File: config.mk
export PLATFORM = sky130hd
export DESIGN_NAME = c64_loader_top
export DESIGN_NICKNAME = d
export VERILOG_FILES = /design/src/hw/loader_pkg.sv /design/src/hw/c64_loader_top.sv /design/src/hw/sdram_write_slot.sv /design/src/hw/crt_loader.sv /design/src/hw/prg_loader.sv
export SDC_FILE = /design/constraint.sdc
export NUM_CORES = 1
export LEC_CHECK = 0
export BUFFER_PORTS_ARGS = -buffer_cell sky130_fd_sc_hd__buf_4
export CELL_PAD_IN_SITES_DETAIL_PLACEMENT = 1
export CELL_PAD_IN_SITES_GLOBAL_PLACEMENT = 1
export CORE_UTILIZATION = 53
export CTS_BUF_LIST = sky130_fd_sc_hd__clkbuf_2
export DETAILED_ROUTE_END_ITERATION = 8
export HOLD_SLACK_MARGIN = 0.02
export PLACE_DENSITY_LB_ADDON = 0.12
export SYNTH_ARGS = -nofsm -noshare
export SYNTH_HDL_FRONTEND = slang
export SYNTH_SLANG_ARGS = --single-unit
File: constraint.sdc
create_clock -name clk_sys -period 8.3 [get_ports clk_sys]
set_clock_uncertainty 0.15 [all_clocks]
set_input_delay 1.66 -clock clk_sys [delete_from_list [all_inputs] [get_ports clk_sys]]
set_output_delay 1.66 -clock clk_sys [all_outputs]
set_load 0.01 [all_outputs]
File: src/hw/loader_pkg.sv
`default_nettype none

package loader_pkg;

	//==========================================================================
	// Widths
	//==========================================================================

	typedef logic [24:0] sdram_addr_t;
	typedef logic [7:0]  byte_t;
	typedef logic [15:0] c64_addr_t;
	typedef logic [7:0]  file_index_t;

	// Host file indices
	localparam file_index_t FILE_PRG = 8'd4;
	localparam file_index_t FILE_CRT = 8'd5;

	//==========================================================================
	// CRT layout
	//==========================================================================

	// Chip payloads go from here upward, each on an 8 KB boundary
	localparam sdram_addr_t CRT_BASE = 25'h100000;

	// File header fields
	localparam sdram_addr_t CRT_HDR_ID_HI  = 25'h16;
	localparam sdram_addr_t CRT_HDR_ID_LO  = 25'h17;
	localparam sdram_addr_t CRT_HDR_EXROM  = 25'h18;
	localparam sdram_addr_t CRT_HDR_GAME   = 25'h19;
	localparam sdram_addr_t CRT_CHIP_START = 25'h40;

	// Header bytes included in the chip packet length
	localparam logic [31:0] CRT_CHIP_HDR_LEN = 32'd16;

	// Zero page sweep ends here
	localparam logic [8:0] BASIC_PTR_END = 9'h100;

	//==========================================================================
	// FSM states
	//==========================================================================

	typedef enum logic [1:0] {PRG_IDLE, PRG_LOAD, PRG_PTR_FILL} prg_state_t;

	typedef enum logic [1:0] {CRT_FILE_HDR, CRT_CHIP_HDR, CRT_PAYLOAD} crt_state_t;

endpackage

`default_nettype wire
File: src/hw/c64_loader_top.sv
`timescale 1ns/1ps
`default_nettype none

module c64_loader_top #(
	parameter int SDRAM_AW = $bits(loader_pkg::sdram_addr_t)
) (
	input  wire                     clk_sys,
	input  wire                     reset_n,
	input  wire                     ioctl_download_i,
	input  wire loader_pkg::file_index_t ioctl_index_i,
	input  wire                     ioctl_wr_i,
	input  wire loader_pkg::sdram_addr_t ioctl_addr_i,
	input  wire loader_pkg::byte_t  ioctl_data_i,
	output logic                    ioctl_wait_o,
	input  wire                     io_cycle_i,
	output logic                    mem_ce_o,
	output logic                    mem_we_o,
	output loader_pkg::sdram_addr_t mem_addr_o,
	output loader_pkg::byte_t       mem_data_o,
	output logic                    cart_attached_o,
	output logic [15:0]             cart_id_o,
	output loader_pkg::byte_t       cart_exrom_o,
	output loader_pkg::byte_t       cart_game_o,
	output logic                    bank_wr_o,
	output loader_pkg::byte_t       bank_type_o,
	output loader_pkg::c64_addr_t   bank_num_o,
	output loader_pkg::c64_addr_t   bank_laddr_o,
	output loader_pkg::c64_addr_t   bank_size_o,
	output loader_pkg::sdram_addr_t bank_raddr_o,
	output logic                    inj_done_o
);

	import loader_pkg::*;

	logic        prg_en;
	logic        crt_en;
	logic        slot_busy;
	logic        prg_req;
	sdram_addr_t prg_addr;
	byte_t       prg_data;
	logic        crt_req;
	sdram_addr_t crt_addr;
	byte_t       crt_data;

	// File kind from the host menu index
	assign prg_en       = (ioctl_index_i == FILE_PRG);
	assign crt_en       = (ioctl_index_i == FILE_CRT);
	assign ioctl_wait_o = slot_busy;

	prg_loader prg_loader_inst (
		.clk_sys     (clk_sys),
		.reset_n     (reset_n),
		.enable_i    (prg_en),
		.download_i  (ioctl_download_i),
		.wr_i        (ioctl_wr_i),
		.addr_i      (ioctl_addr_i),
		.data_i      (ioctl_data_i),
		.slot_busy_i (slot_busy),
		.req_o       (prg_req),
		.req_addr_o  (prg_addr),
		.req_data_o  (prg_data),
		.inj_done_o  (inj_done_o)
	);

	crt_loader crt_loader_inst (
		.clk_sys         (clk_sys),
		.reset_n         (reset_n),
		.enable_i        (crt_en),
		.download_i      (ioctl_download_i),
		.wr_i            (ioctl_wr_i),
		.addr_i          (ioctl_addr_i),
		.data_i          (ioctl_data_i),
		.slot_busy_i     (slot_busy),
		.req_o           (crt_req),
		.req_addr_o      (crt_addr),
		.req_data_o      (crt_data),
		.cart_attached_o (cart_attached_o),
		.cart_id_o       (cart_id_o),
		.cart_exrom_o    (cart_exrom_o),
		.cart_game_o     (cart_game_o),
		.bank_wr_o       (bank_wr_o),
		.bank_type_o     (bank_type_o),
		.bank_num_o      (bank_num_o),
		.bank_laddr_o    (bank_laddr_o),
		.bank_size_o     (bank_size_o),
		.bank_raddr_o    (bank_raddr_o)
	);

	sdram_write_slot #(
		.SDRAM_AW (SDRAM_AW)
	) sdram_write_slot_inst (
		.clk_sys     (clk_sys),
		.reset_n     (reset_n),
		.prg_req_i   (prg_req),
		.prg_addr_i  (prg_addr),
		.prg_data_i  (prg_data),
		.crt_req_i   (crt_req),
		.crt_addr_i  (crt_addr),
		.crt_data_i  (crt_data),
		.io_cycle_i  (io_cycle_i),
		.slot_busy_o (slot_busy),
		.mem_ce_o    (mem_ce_o),
		.mem_we_o    (mem_we_o),
		.mem_addr_o  (mem_addr_o),
		.mem_data_o  (mem_data_o)
	);

endmodule

`default_nettype wire

File: src/hw/sdram_write_slot.sv
`timescale 1ns/1ps
`default_nettype none

module sdram_write_slot #(
	parameter int SDRAM_AW = 25
) (
	input  wire                     clk_sys,
	input  wire                     reset_n,
	input  wire                     prg_req_i,
	input  wire loader_pkg::sdram_addr_t prg_addr_i,
	input  wire loader_pkg::byte_t  prg_data_i,
	input  wire                     crt_req_i,
	input  wire loader_pkg::sdram_addr_t crt_addr_i,
	input  wire loader_pkg::byte_t  crt_data_i,
	input  wire                     io_cycle_i,
	output logic                    slot_busy_o,
	output logic                    mem_ce_o,
	output logic                    mem_we_o,
	output logic [SDRAM_AW-1:0]     mem_addr_o,
	output loader_pkg::byte_t       mem_data_o
);

	import loader_pkg::*;

	logic                io_cycle_d;
	logic                issue;
	logic [SDRAM_AW-1:0] pend_addr;
	byte_t               pend_data;

	// Write slot opens when io_cycle drops
	assign issue = io_cycle_d && !io_cycle_i && slot_busy_o;

	always_ff @(posedge clk_sys) begin
		if (!reset_n) begin
			io_cycle_d  <= 1'b0;
			slot_busy_o <= 1'b0;
			mem_ce_o    <= 1'b0;
			mem_we_o    <= 1'b0;
		end else begin
			io_cycle_d <= io_cycle_i;
			if (prg_req_i || crt_req_i) begin
				slot_busy_o <= 1'b1;
			end else if (issue) begin
				slot_busy_o <= 1'b0;
			end
			// Strobes end once io_cycle is seen high twice
			if (issue) begin
				mem_ce_o <= 1'b1;
				mem_we_o <= 1'b1;
			end else if (io_cycle_d && io_cycle_i) begin
				mem_ce_o <= 1'b0;
				mem_we_o <= 1'b0;
			end
		end
	end

	// PRG wins if both loaders ask at once
	always_ff @(posedge clk_sys) begin
		if (prg_req_i) begin
			pend_addr <= prg_addr_i;
			pend_data <= prg_data_i;
		end else if (crt_req_i) begin
			pend_addr <= crt_addr_i;
			pend_data <= crt_data_i;
		end
		if (issue) begin
			mem_addr_o <= pend_addr;
			mem_data_o <= pend_data;
		end
	end

endmodule

`default_nettype wire

File: src/hw/crt_loader.sv
`timescale 1ns/1ps
`default_nettype none

module crt_loader (
	input  wire                     clk_sys,
	input  wire                     reset_n,
	input  wire                     enable_i,
	input  wire                     download_i,
	input  wire                     wr_i,
	input  wire loader_pkg::sdram_addr_t addr_i,
	input  wire loader_pkg::byte_t  data_i,
	input  wire                     slot_busy_i,
	output logic                    req_o,
	output loader_pkg::sdram_addr_t req_addr_o,
	output loader_pkg::byte_t       req_data_o,
	output logic                    cart_attached_o,
	output logic [15:0]             cart_id_o,
	output loader_pkg::byte_t       cart_exrom_o,
	output loader_pkg::byte_t       cart_game_o,
	output logic                    bank_wr_o,
	output loader_pkg::byte_t       bank_type_o,
	output loader_pkg::c64_addr_t   bank_num_o,
	output loader_pkg::c64_addr_t   bank_laddr_o,
	output loader_pkg::c64_addr_t   bank_size_o,
	output loader_pkg::sdram_addr_t bank_raddr_o
);

	import loader_pkg::*;

	// Byte counts within a chip header
	localparam logic [3:0] HDR_LEN_FIRST = 4'd4;
	localparam logic [3:0] HDR_LEN_LAST  = 4'd7;
	localparam logic [3:0] HDR_TYPE      = 4'd9;
	localparam logic [3:0] HDR_NUM_HI    = 4'd10;
	localparam logic [3:0] HDR_NUM_LO    = 4'd11;
	localparam logic [3:0] HDR_LADDR_HI  = 4'd12;
	localparam logic [3:0] HDR_LADDR_LO  = 4'd13;
	localparam logic [3:0] HDR_SIZE_HI   = 4'd14;
	localparam logic [3:0] HDR_SIZE_LO   = 4'd15;

	crt_state_t  state;
	logic [3:0]  hdr_cnt;
	logic [31:0] blk_len;
	sdram_addr_t wr_addr;
	sdram_addr_t wr_addr_aligned;
	logic        download_d;
	logic        req_hold;
	logic        host_wr;
	logic        chip_byte;

	assign host_wr   = wr_i && enable_i;
	assign chip_byte = host_wr && (addr_i >= CRT_CHIP_START);

	// Round up to the next 8 KB boundary
	assign wr_addr_aligned = (wr_addr[12:0] == '0) ? wr_addr :
		{wr_addr[24:13] + 1'b1, 13'h0000};

	always_ff @(posedge clk_sys) begin
		if (!reset_n) begin
			state           <= CRT_FILE_HDR;
			hdr_cnt         <= '0;
			download_d      <= 1'b0;
			req_o           <= 1'b0;
			req_hold        <= 1'b0;
			bank_wr_o       <= 1'b0;
			cart_attached_o <= 1'b0;
		end else begin
			download_d <= download_i;
			req_o      <= 1'b0;
			bank_wr_o  <= 1'b0;

			// Low while a cartridge streams in, high once it has ended
			if (enable_i && (download_d != download_i)) begin
				cart_attached_o <= download_d;
			end

			// A payload byte that met a busy slot goes out when it frees
			if (req_hold && !slot_busy_i) begin
				req_o    <= 1'b1;
				req_hold <= 1'b0;
			end

			if (host_wr && addr_i == '0) begin
				state   <= CRT_FILE_HDR;
				hdr_cnt <= '0;
				wr_addr <= CRT_BASE;
			end

			if (chip_byte) begin
				case (state)
					CRT_CHIP_HDR: begin
						hdr_cnt <= hdr_cnt + 1'b1;
						if (hdr_cnt >= HDR_LEN_FIRST && hdr_cnt < HDR_LEN_LAST) begin
							blk_len <= {blk_len[23:0], data_i};
						end
						// Last length byte, keep only the payload part
						if (hdr_cnt == HDR_LEN_LAST) begin
							blk_len <= {blk_len[23:0], data_i} - CRT_CHIP_HDR_LEN;
						end
						if (hdr_cnt == HDR_SIZE_LO) begin
							state     <= CRT_PAYLOAD;
							hdr_cnt   <= '0;
							bank_wr_o <= 1'b1;
						end
					end

					CRT_PAYLOAD: begin
						if (blk_len != '0) begin
							blk_len    <= blk_len - 1'b1;
							wr_addr    <= wr_addr + 1'b1;
							req_addr_o <= wr_addr;
							req_data_o <= data_i;
							req_hold   <= slot_busy_i;
							req_o      <= !slot_busy_i;
						end else begin
							state   <= CRT_CHIP_HDR;
							hdr_cnt <= 4'd1;
							wr_addr <= wr_addr_aligned;
						end
					end

					// First chip header after the file header
					default: begin
						state   <= CRT_CHIP_HDR;
						hdr_cnt <= 4'd1;
						wr_addr <= wr_addr_aligned;
					end
				endcase
			end
		end
	end

	// Cartridge and bank fields
	always_ff @(posedge clk_sys) begin
		if (host_wr) begin
			case (addr_i)
				CRT_HDR_ID_HI: cart_id_o[15:8] <= data_i;
				CRT_HDR_ID_LO: cart_id_o[7:0]  <= data_i;
				CRT_HDR_EXROM: cart_exrom_o    <= data_i;
				CRT_HDR_GAME:  cart_game_o     <= data_i;
				default: ;
			endcase
		end
		if (chip_byte && state == CRT_CHIP_HDR) begin
			case (hdr_cnt)
				HDR_TYPE:     bank_type_o        <= data_i;
				HDR_NUM_HI:   bank_num_o[15:8]   <= data_i;
				HDR_NUM_LO:   bank_num_o[7:0]    <= data_i;
				HDR_LADDR_HI: bank_laddr_o[15:8] <= data_i;
				HDR_LADDR_LO: bank_laddr_o[7:0]  <= data_i;
				HDR_SIZE_HI:  bank_size_o[15:8]  <= data_i;
				HDR_SIZE_LO: begin
					bank_size_o[7:0] <= data_i;
					bank_raddr_o     <= wr_addr;
				end
				default: ;
			endcase
		end
	end

endmodule

`default_nettype wire

File: src/hw/prg_loader.sv
`timescale 1ns/1ps
`default_nettype none

module prg_loader (
	input  wire                     clk_sys,
	input  wire                     reset_n,
	input  wire                     enable_i,
	input  wire                     download_i,
	input  wire                     wr_i,
	input  wire loader_pkg::sdram_addr_t addr_i,
	input  wire loader_pkg::byte_t  data_i,
	input  wire                     slot_busy_i,
	output logic                    req_o,
	output loader_pkg::sdram_addr_t req_addr_o,
	output loader_pkg::byte_t       req_data_o,
	output logic                    inj_done_o
);

	import loader_pkg::*;

	prg_state_t state;
	c64_addr_t  end_addr;
	logic [8:0] fill_addr;
	logic       fill_step;
	logic       ptr_hit;
	byte_t      ptr_data;

	// One sweep step per free slot, never while a request is in flight
	assign fill_step = (state == PRG_PTR_FILL) && !slot_busy_i && !req_o;

	// BASIC pointer bytes, as a LOAD command would leave them
	always_comb begin
		ptr_hit  = 1'b1;
		ptr_data = 8'h00;
		case (fill_addr)
			9'h02B: ptr_data = 8'h01;
			9'h02C: ptr_data = 8'h08;
			9'h0AC, 9'h0AD: ptr_data = 8'h00;
			// VAR, ARY, STR and load end all point past the program
			9'h02D, 9'h02F, 9'h031, 9'h0AE: ptr_data = end_addr[7:0];
			9'h02E, 9'h030, 9'h032, 9'h0AF: ptr_data = end_addr[15:8];
			default: ptr_hit = 1'b0;
		endcase
	end

	always_ff @(posedge clk_sys) begin
		if (!reset_n) begin
			state      <= PRG_IDLE;
			req_o      <= 1'b0;
			inj_done_o <= 1'b0;
		end else begin
			req_o      <= 1'b0;
			inj_done_o <= 1'b0;

			// Host bytes, header first then payload
			if (wr_i && enable_i && state != PRG_PTR_FILL) begin
				// end_addr starts out as the load address
				if (addr_i == '0) begin
					end_addr[7:0] <= data_i;
				end else if (addr_i == sdram_addr_t'(1)) begin
					end_addr[15:8] <= data_i;
				end else begin
					req_o      <= 1'b1;
					req_addr_o <= sdram_addr_t'(end_addr);
					req_data_o <= data_i;
					end_addr   <= end_addr + 1'b1;
				end
			end

			case (state)
				PRG_IDLE: begin
					if (enable_i && download_i) begin
						state <= PRG_LOAD;
					end
				end

				PRG_LOAD: begin
					// Download over, patch zero page
					if (!download_i) begin
						state     <= PRG_PTR_FILL;
						fill_addr <= '0;
					end
				end

				PRG_PTR_FILL: begin
					if (fill_step) begin
						if (fill_addr == BASIC_PTR_END) begin
							state      <= PRG_IDLE;
							inj_done_o <= 1'b1;
						end else begin
							req_o      <= ptr_hit;
							req_addr_o <= sdram_addr_t'(fill_addr);
							req_data_o <= ptr_data;
							fill_addr  <= fill_addr + 1'b1;
						end
					end
				end

				default: state <= PRG_IDLE;
			endcase
		end
	end

endmodule

`default_nettype wire

Word-level counts from Yosys, hierarchy flattened
Cells that the tools add are included.

storage, ports and cells
  flip-flop bits (word level) = 345
  output and inout port bits = 152
  logic and storage cells = 210

operators by class
  $add $sub $neg = 7
  order comparisons = 3
  equal/unequal tests = 42
  mux-type cells = 69
  bitwise gates (word level) = 1
  reductions and logical operators = 50

operators with widths
  operator                 number
  $mux W25                 12
  $eq A25 B5 Y1 const B    4
  $mux W32                 3
  $mux W8                  11
  $eq A9 B6 Y1 const B     8
  $pmux W32 S2             1
  $pmux W25 S2             1
  $eq A9 B8 Y1 const B     4
  $pmux W8 S4              1
  $reduce_bool A32 Y1      1
  $sub A32 B1 Y32 const B  1
  $sub A32 B5 Y32 const B  1
  $eq A4 B4 Y1 const B     7
  $mux W9                  3
  $add A25 B1 Y25 const B  1
  $eq A25 B1 Y1 const B    1
  $ge A25 B7 Y1 const B    1
  $logic_not A25 Y1        1
  $reduce_and A2 Y1        11
  $mux W1                  21
  $pmux W9 S2              1
  $add A16 B1 Y16 const B  1
  $eq A8 B3 Y1 const B     2
  $mux W2                  8
  29 further kinds         66

Longest topological paths before layout
  word-level depth = 7
  mapped depth = 10
  gate-level depth less buffers = 9

Modules after synthesis
From an unflattened synthesis, not the netlist that was laid out.

second synthesis, totals
  cell total of the unflattened synthesis = 1200
  area, all modules = 15835.2 µm²

modules (own cells, without submodules)
  module            instances  cells each  area an instance (µm²)  sequential area each (µm²)
  crt_loader        1          718         9375.2                  6316.1
  prg_loader        1          360         3766.1                  1821.7
  sdram_write_slot  1          117         2660.1                  2042.0
  c64_loader_top    1          5           33.8                    0.0

Worst setup path before layout
OpenSTA, ideal clock, no wires.

  path type = in2reg
  start = input ioctl_index_i[5]
  end = register crt_loader_inst.blk_len[0], enable pin
  library setup time = 0.432 ns
  arrival time = 4.508 ns
  data required time = 7.718 ns
  slack = 3.210 ns
  cell stages on the path = 6
  cells stage by stage = nor4_2 -> nand4_1 -> a21oi_1 -> clkbuf_1 -> nand3_1 -> a21oi_1

on the way
  cells in the longest elaborated chain, start to end = 4

ends and longest elaborated chain
  item                         RTL line              text
  start: declaration           c64_loader_top.sv:10  input wire loader_pkg::file_index_t ioctl_index_i,
  $eq A8 B3 Y1                 c64_loader_top.sv:47  assign crt_en = (ioctl_index_i == FILE_CRT);
  $logic_and A1 B1 Y1          crt_loader.sv:51      assign host_wr = wr_i && enable_i;
  $logic_and A1 B1 Y1          crt_loader.sv:52      assign chip_byte = host_wr && (addr_i >= CRT_CHIP_START);
  $reduce_and A5 Y1 (no line)  --
  end signal: assignment       crt_loader.sv:94      blk_len <= {blk_len[23:0], data_i};
  end signal: assignment       crt_loader.sv:98      blk_len <= {blk_len[23:0], data_i} - CRT_CHIP_HDR_LEN;
  end signal: assignment       crt_loader.sv:109     blk_len <= blk_len - 1'b1;
  end: declaration             crt_loader.sv:43      logic [31:0] blk_len;

Every way passes these cells.
A chain may end at the register's enable or synchronous reset.

Final worst setup path
  start = input ioctl_index_i[5]
  end = register crt_loader_inst.wr_addr[23] (data pin)

on the way
  cells in the longest elaborated chain, start to end = 6

ends and longest elaborated chain
  item                     RTL line              text
  $eq A8 B3 Y1 (*)         c64_loader_top.sv:47
  $logic_and A1 B1 Y1 (*)  crt_loader.sv:51
  $logic_and A1 B1 Y1      crt_loader.sv:83      if (host_wr && addr_i == '0) begin
  $mux W25                 crt_loader.sv:83
  $pmux W25 S2             crt_loader.sv:90      case (state)
  $mux W25 (*)             crt_loader.sv:89      if (chip_byte) begin
  end signal: assignment   crt_loader.sv:110     wr_addr <= wr_addr + 1'b1;
  end signal: assignment   crt_loader.sv:118     wr_addr <= wr_addr_aligned;
  end signal: assignment   crt_loader.sv:126     wr_addr <= wr_addr_aligned;
  end: declaration         crt_loader.sv:44      sdram_addr_t wr_addr;

Every way passes the cells marked *; elsewhere a longest branch is shown, timed or not.

==> summary.txt <==
Timing
  – Max-slew violations: 0
  – Final setup violating endpoints: 0
  – Max Clk Rate: 229 MHz
  – Final worst-path cycle share: 0.526
  – Final setup TNS: 0 ns
  – Unrepaired setup endpoints after global routing: false
  – Slew HR: 0.234
  – Final hold vios: 0
  – Clock period minus worst slack: 4.37 ns
  – Actual slew at the worst max-slew pin: 1.14 ns

Worst setup path
  – Req. time, crit path: 8.79 ns
  – CP max stage cell: or4b_1
  – Worst setup SP type: input port
  – FF-to-FF Start: crt_loader_inst.blk_len[21]
  – Worst stage delay on the critical path: 0.90 ns
  – CP cell instances: buf_4 > nor4_2 > nand4_1 > a21o_1 > or4b_1 > o22ai_1 > nand3_1 > o31ai_1
  – CP arrival: 4.86 ns
  – Worst Setup SP: ioctl_index_i[5]
  – Worst-path fanout max: 22
  – Critical Path Sink Type: register
  – Worst setup path class: in -> reg

Global route
  – First-pass GRT wire length: 65500 µm
  – Largest net degree at the start of global routing: 74
  – Congestion Overflow GR: 0
  – Initial antenna violation count: 2
  – GRT Overall Usage: 0.300
  – Vias in the first global route: 11300

Die
  – Core region area: 0.0280 mm²
  – Die height: 171 µm
  – Die width: 171 µm
  – Row count: 61
  – Full die area: 0.0293 mm²
  – Initial Util: 0.542
  – I/O pin count: 198

Layout
  – Final Util: 0.637
  – Share of cells above drive strength 1: 0.271
  – Synth-to-layout area growth: 17.5%
  – Fillers: 2906
  – Non-Filler Instances: 1846
  – Final nets: 1462

Pwr
  – LEAKAGE: 6.20 nW
  – Maximum VDD drop: 75.7 µV
  – PwrDens: 178 mW/mm²

Yosys
  – Register bit total from synthesis: 345
  – Synth cell types: 67
  – Post-Syn Instances: 1151
  – Commonest cells in the synthesized netlist: edfxtp_1, nor2_1, nand2_1, o21ai_0, a21oi_1
  – Share of the synthesized area in the top cell type: 0.647
  – Dominant cells by area after synthesis: edfxtp_1, nor2_1, mux2_2, xnor2_1, dfxtp_1
  – Top FF cell, synth: edfxtp_1
  – Mapped cell area: 0.0152 mm²
  – Most frequent cell after synthesis: edfxtp_1
  – Sequential-to-total area share from yosys stat: 0.671
  – Yosys warnings: 0
  – EDFF count, synth: 327
  – Async SR Flop Fraction: 0
  – Synth area leader: edfxtp_1
  – Syn avg cell area: 13.2 µm²
  – Post-Syn Nets: 1213

Routing
  – Total number of vias: 10800
  – Vias/cell: 5.84
  – Drt first-iter violations: 1057
  – First-pass DRT Iterations: 5
  – WL final: 44000 µm
  – Drt wl/cell: 23.8 µm
  – DRT antenna net count: 0
  – DRC: 0

Run status
  – Status: finished, final reports clean

Clock tree
  – Clock buffer depth: 3
  – CTS tree: built
  – PostCTS Resize Cnt: 0
  – CTS root buf: clkbuf_2
  – Post-CTS setup buffers: 0
  – # hold bufs at CTS: 0
  – Worst-path clk slew: 0.12 ns
  – Clock sinks: 345
  – H-Tree Depth: 3
  – CTS buffer count: 87
  – Clock Latency Late Sink: 0.89 ns

Placed design
  – Dpl cells: 1689
  – Routability Congestion: 0.872
  – Detailed Place HPWL: 29100 µm
  – Buffers on Ports: 197

Job
  – Total of max-cap violations: 0

Min path
  – Worst Hold Class: reg -> reg
  – HP Start: sdram_write_slot_inst.pend_addr[19]
per-layer routing:
layer  part of all wire  GRT usage  vias up
met4              0.029      0.117        0
li1                   -          -     4856
met3              0.061     0.0587       95
met5                  0          0        -
met1               0.39      0.368     5386
met2               0.52      0.522      437
cell families after synthesis:
kind of cell / Yosys count / synth area share
adder cells (fa/ha/maj): 16 / 0.0132
AND/OR/NAND/NOR: 395 / 0.132
multiplexers: 69 / 0.0485
XOR/XNOR: 75 / 0.0433
buffers and inverters: 70 / 0.0186
AO/OA/AOI/OAI: 181 / 0.0734
flip-flops: 345 / 0.671
flip-flops by register name, indices dropped and copies added (netlist names), 9 cells and up:
name,flops
prg_loader_inst.end_addr,16
crt_loader_inst.wr_addr,25
sdram_write_slot_inst.mem_addr_o,25
sdram_write_slot_inst.pend_addr,25
crt_loader_inst.bank_size_o,16
crt_loader_inst.cart_id_o,16
crt_loader_inst.bank_laddr_o,16
prg_loader_inst.fill_addr,9
crt_loader_inst.bank_num_o,16
crt_loader_inst.req_addr_o,25
crt_loader_inst.blk_len,32
prg_loader_inst.req_addr_o,25
crt_loader_inst.bank_raddr_o,25
report_power, final:
group          internal (mW)  switching (mW)
clock                  0.433           0.725
combinational         0.0300          0.0480
sequential              1.91          0.0241
total                   2.37           0.797
critical path: cells and delay by family:
| kind | cells | cell delay [ns] |
|---|---|---|
| buffers and inverters | 1 | 0.11 |
| and+or+nand+nor | 4 | 1.90 |
| AOI/OAI and AO/OA | 3 | 1.18 |
stage by stage:
stage	setup WS (ns)	total power [mW]	hold slack (ns)	area (µm²)
2_1_floorplan	3.21	1.99	0.250	15200
3_3_place_gp	3.50	2.04	0.252	17000
3_5_place_dp	3.42	2.05	0.256	17000
4_1_cts	4.08	3.19	0.262	17800
5_1_grt	3.90	3.28	0.257	17800
6_report	3.93	3.17	0.253	17800
cell usage in the layout, fill, tap and decap left out, types with 19 or more instances in the layout:
master / netlist / routed
nor2_1: 110 / 108
buf_4: 1 / 208
xor2_1: 33 / 33
and2_1: 19 / 19
mux2i_1: 33 / 33
o21ai_0: 60 / 60
inv_1: 22 / 22
nand3_1: 34 / 34
nand2_1: 91 / 91
nor3_1: 19 / 19
nor4_1: 22 / 22
mux2_2: 36 / 36
clkbuf_2: 0 / 122
a21oi_1: 52 / 49
xnor2_1: 42 / 42
edfxtp_1: 327 / 327
clkinv_1: 0 / 24
path summary, 6_finish.rpt:
check	slack (ns)	to	cells after the start
worst max-delay path	3.93	crt_loader_inst.wr_addr[23]	8
worst min-delay path	0.25	sdram_write_slot_inst.mem_addr_o[19]	0
worst max register to register	4.29	crt_loader_inst.wr_addr[24]	7
worst min register to register	0.25	sdram_write_slot_inst.mem_addr_o[19]	0
area by class of cell:
type	instances	area (µm²)	share of cell area
flip-flops and latches	345	10200	0.571
multi-input cells	736	4750	0.266
repair buffers	208	1560	0.0875
clock buffers	122	611	0.0342
well taps	378	473	0.0265
clock inverters	33	175	0.00982
inverters	22	82.6	0.00463
diodes	2	5.00	0.000281
Power figures use the tool's default switching activity.
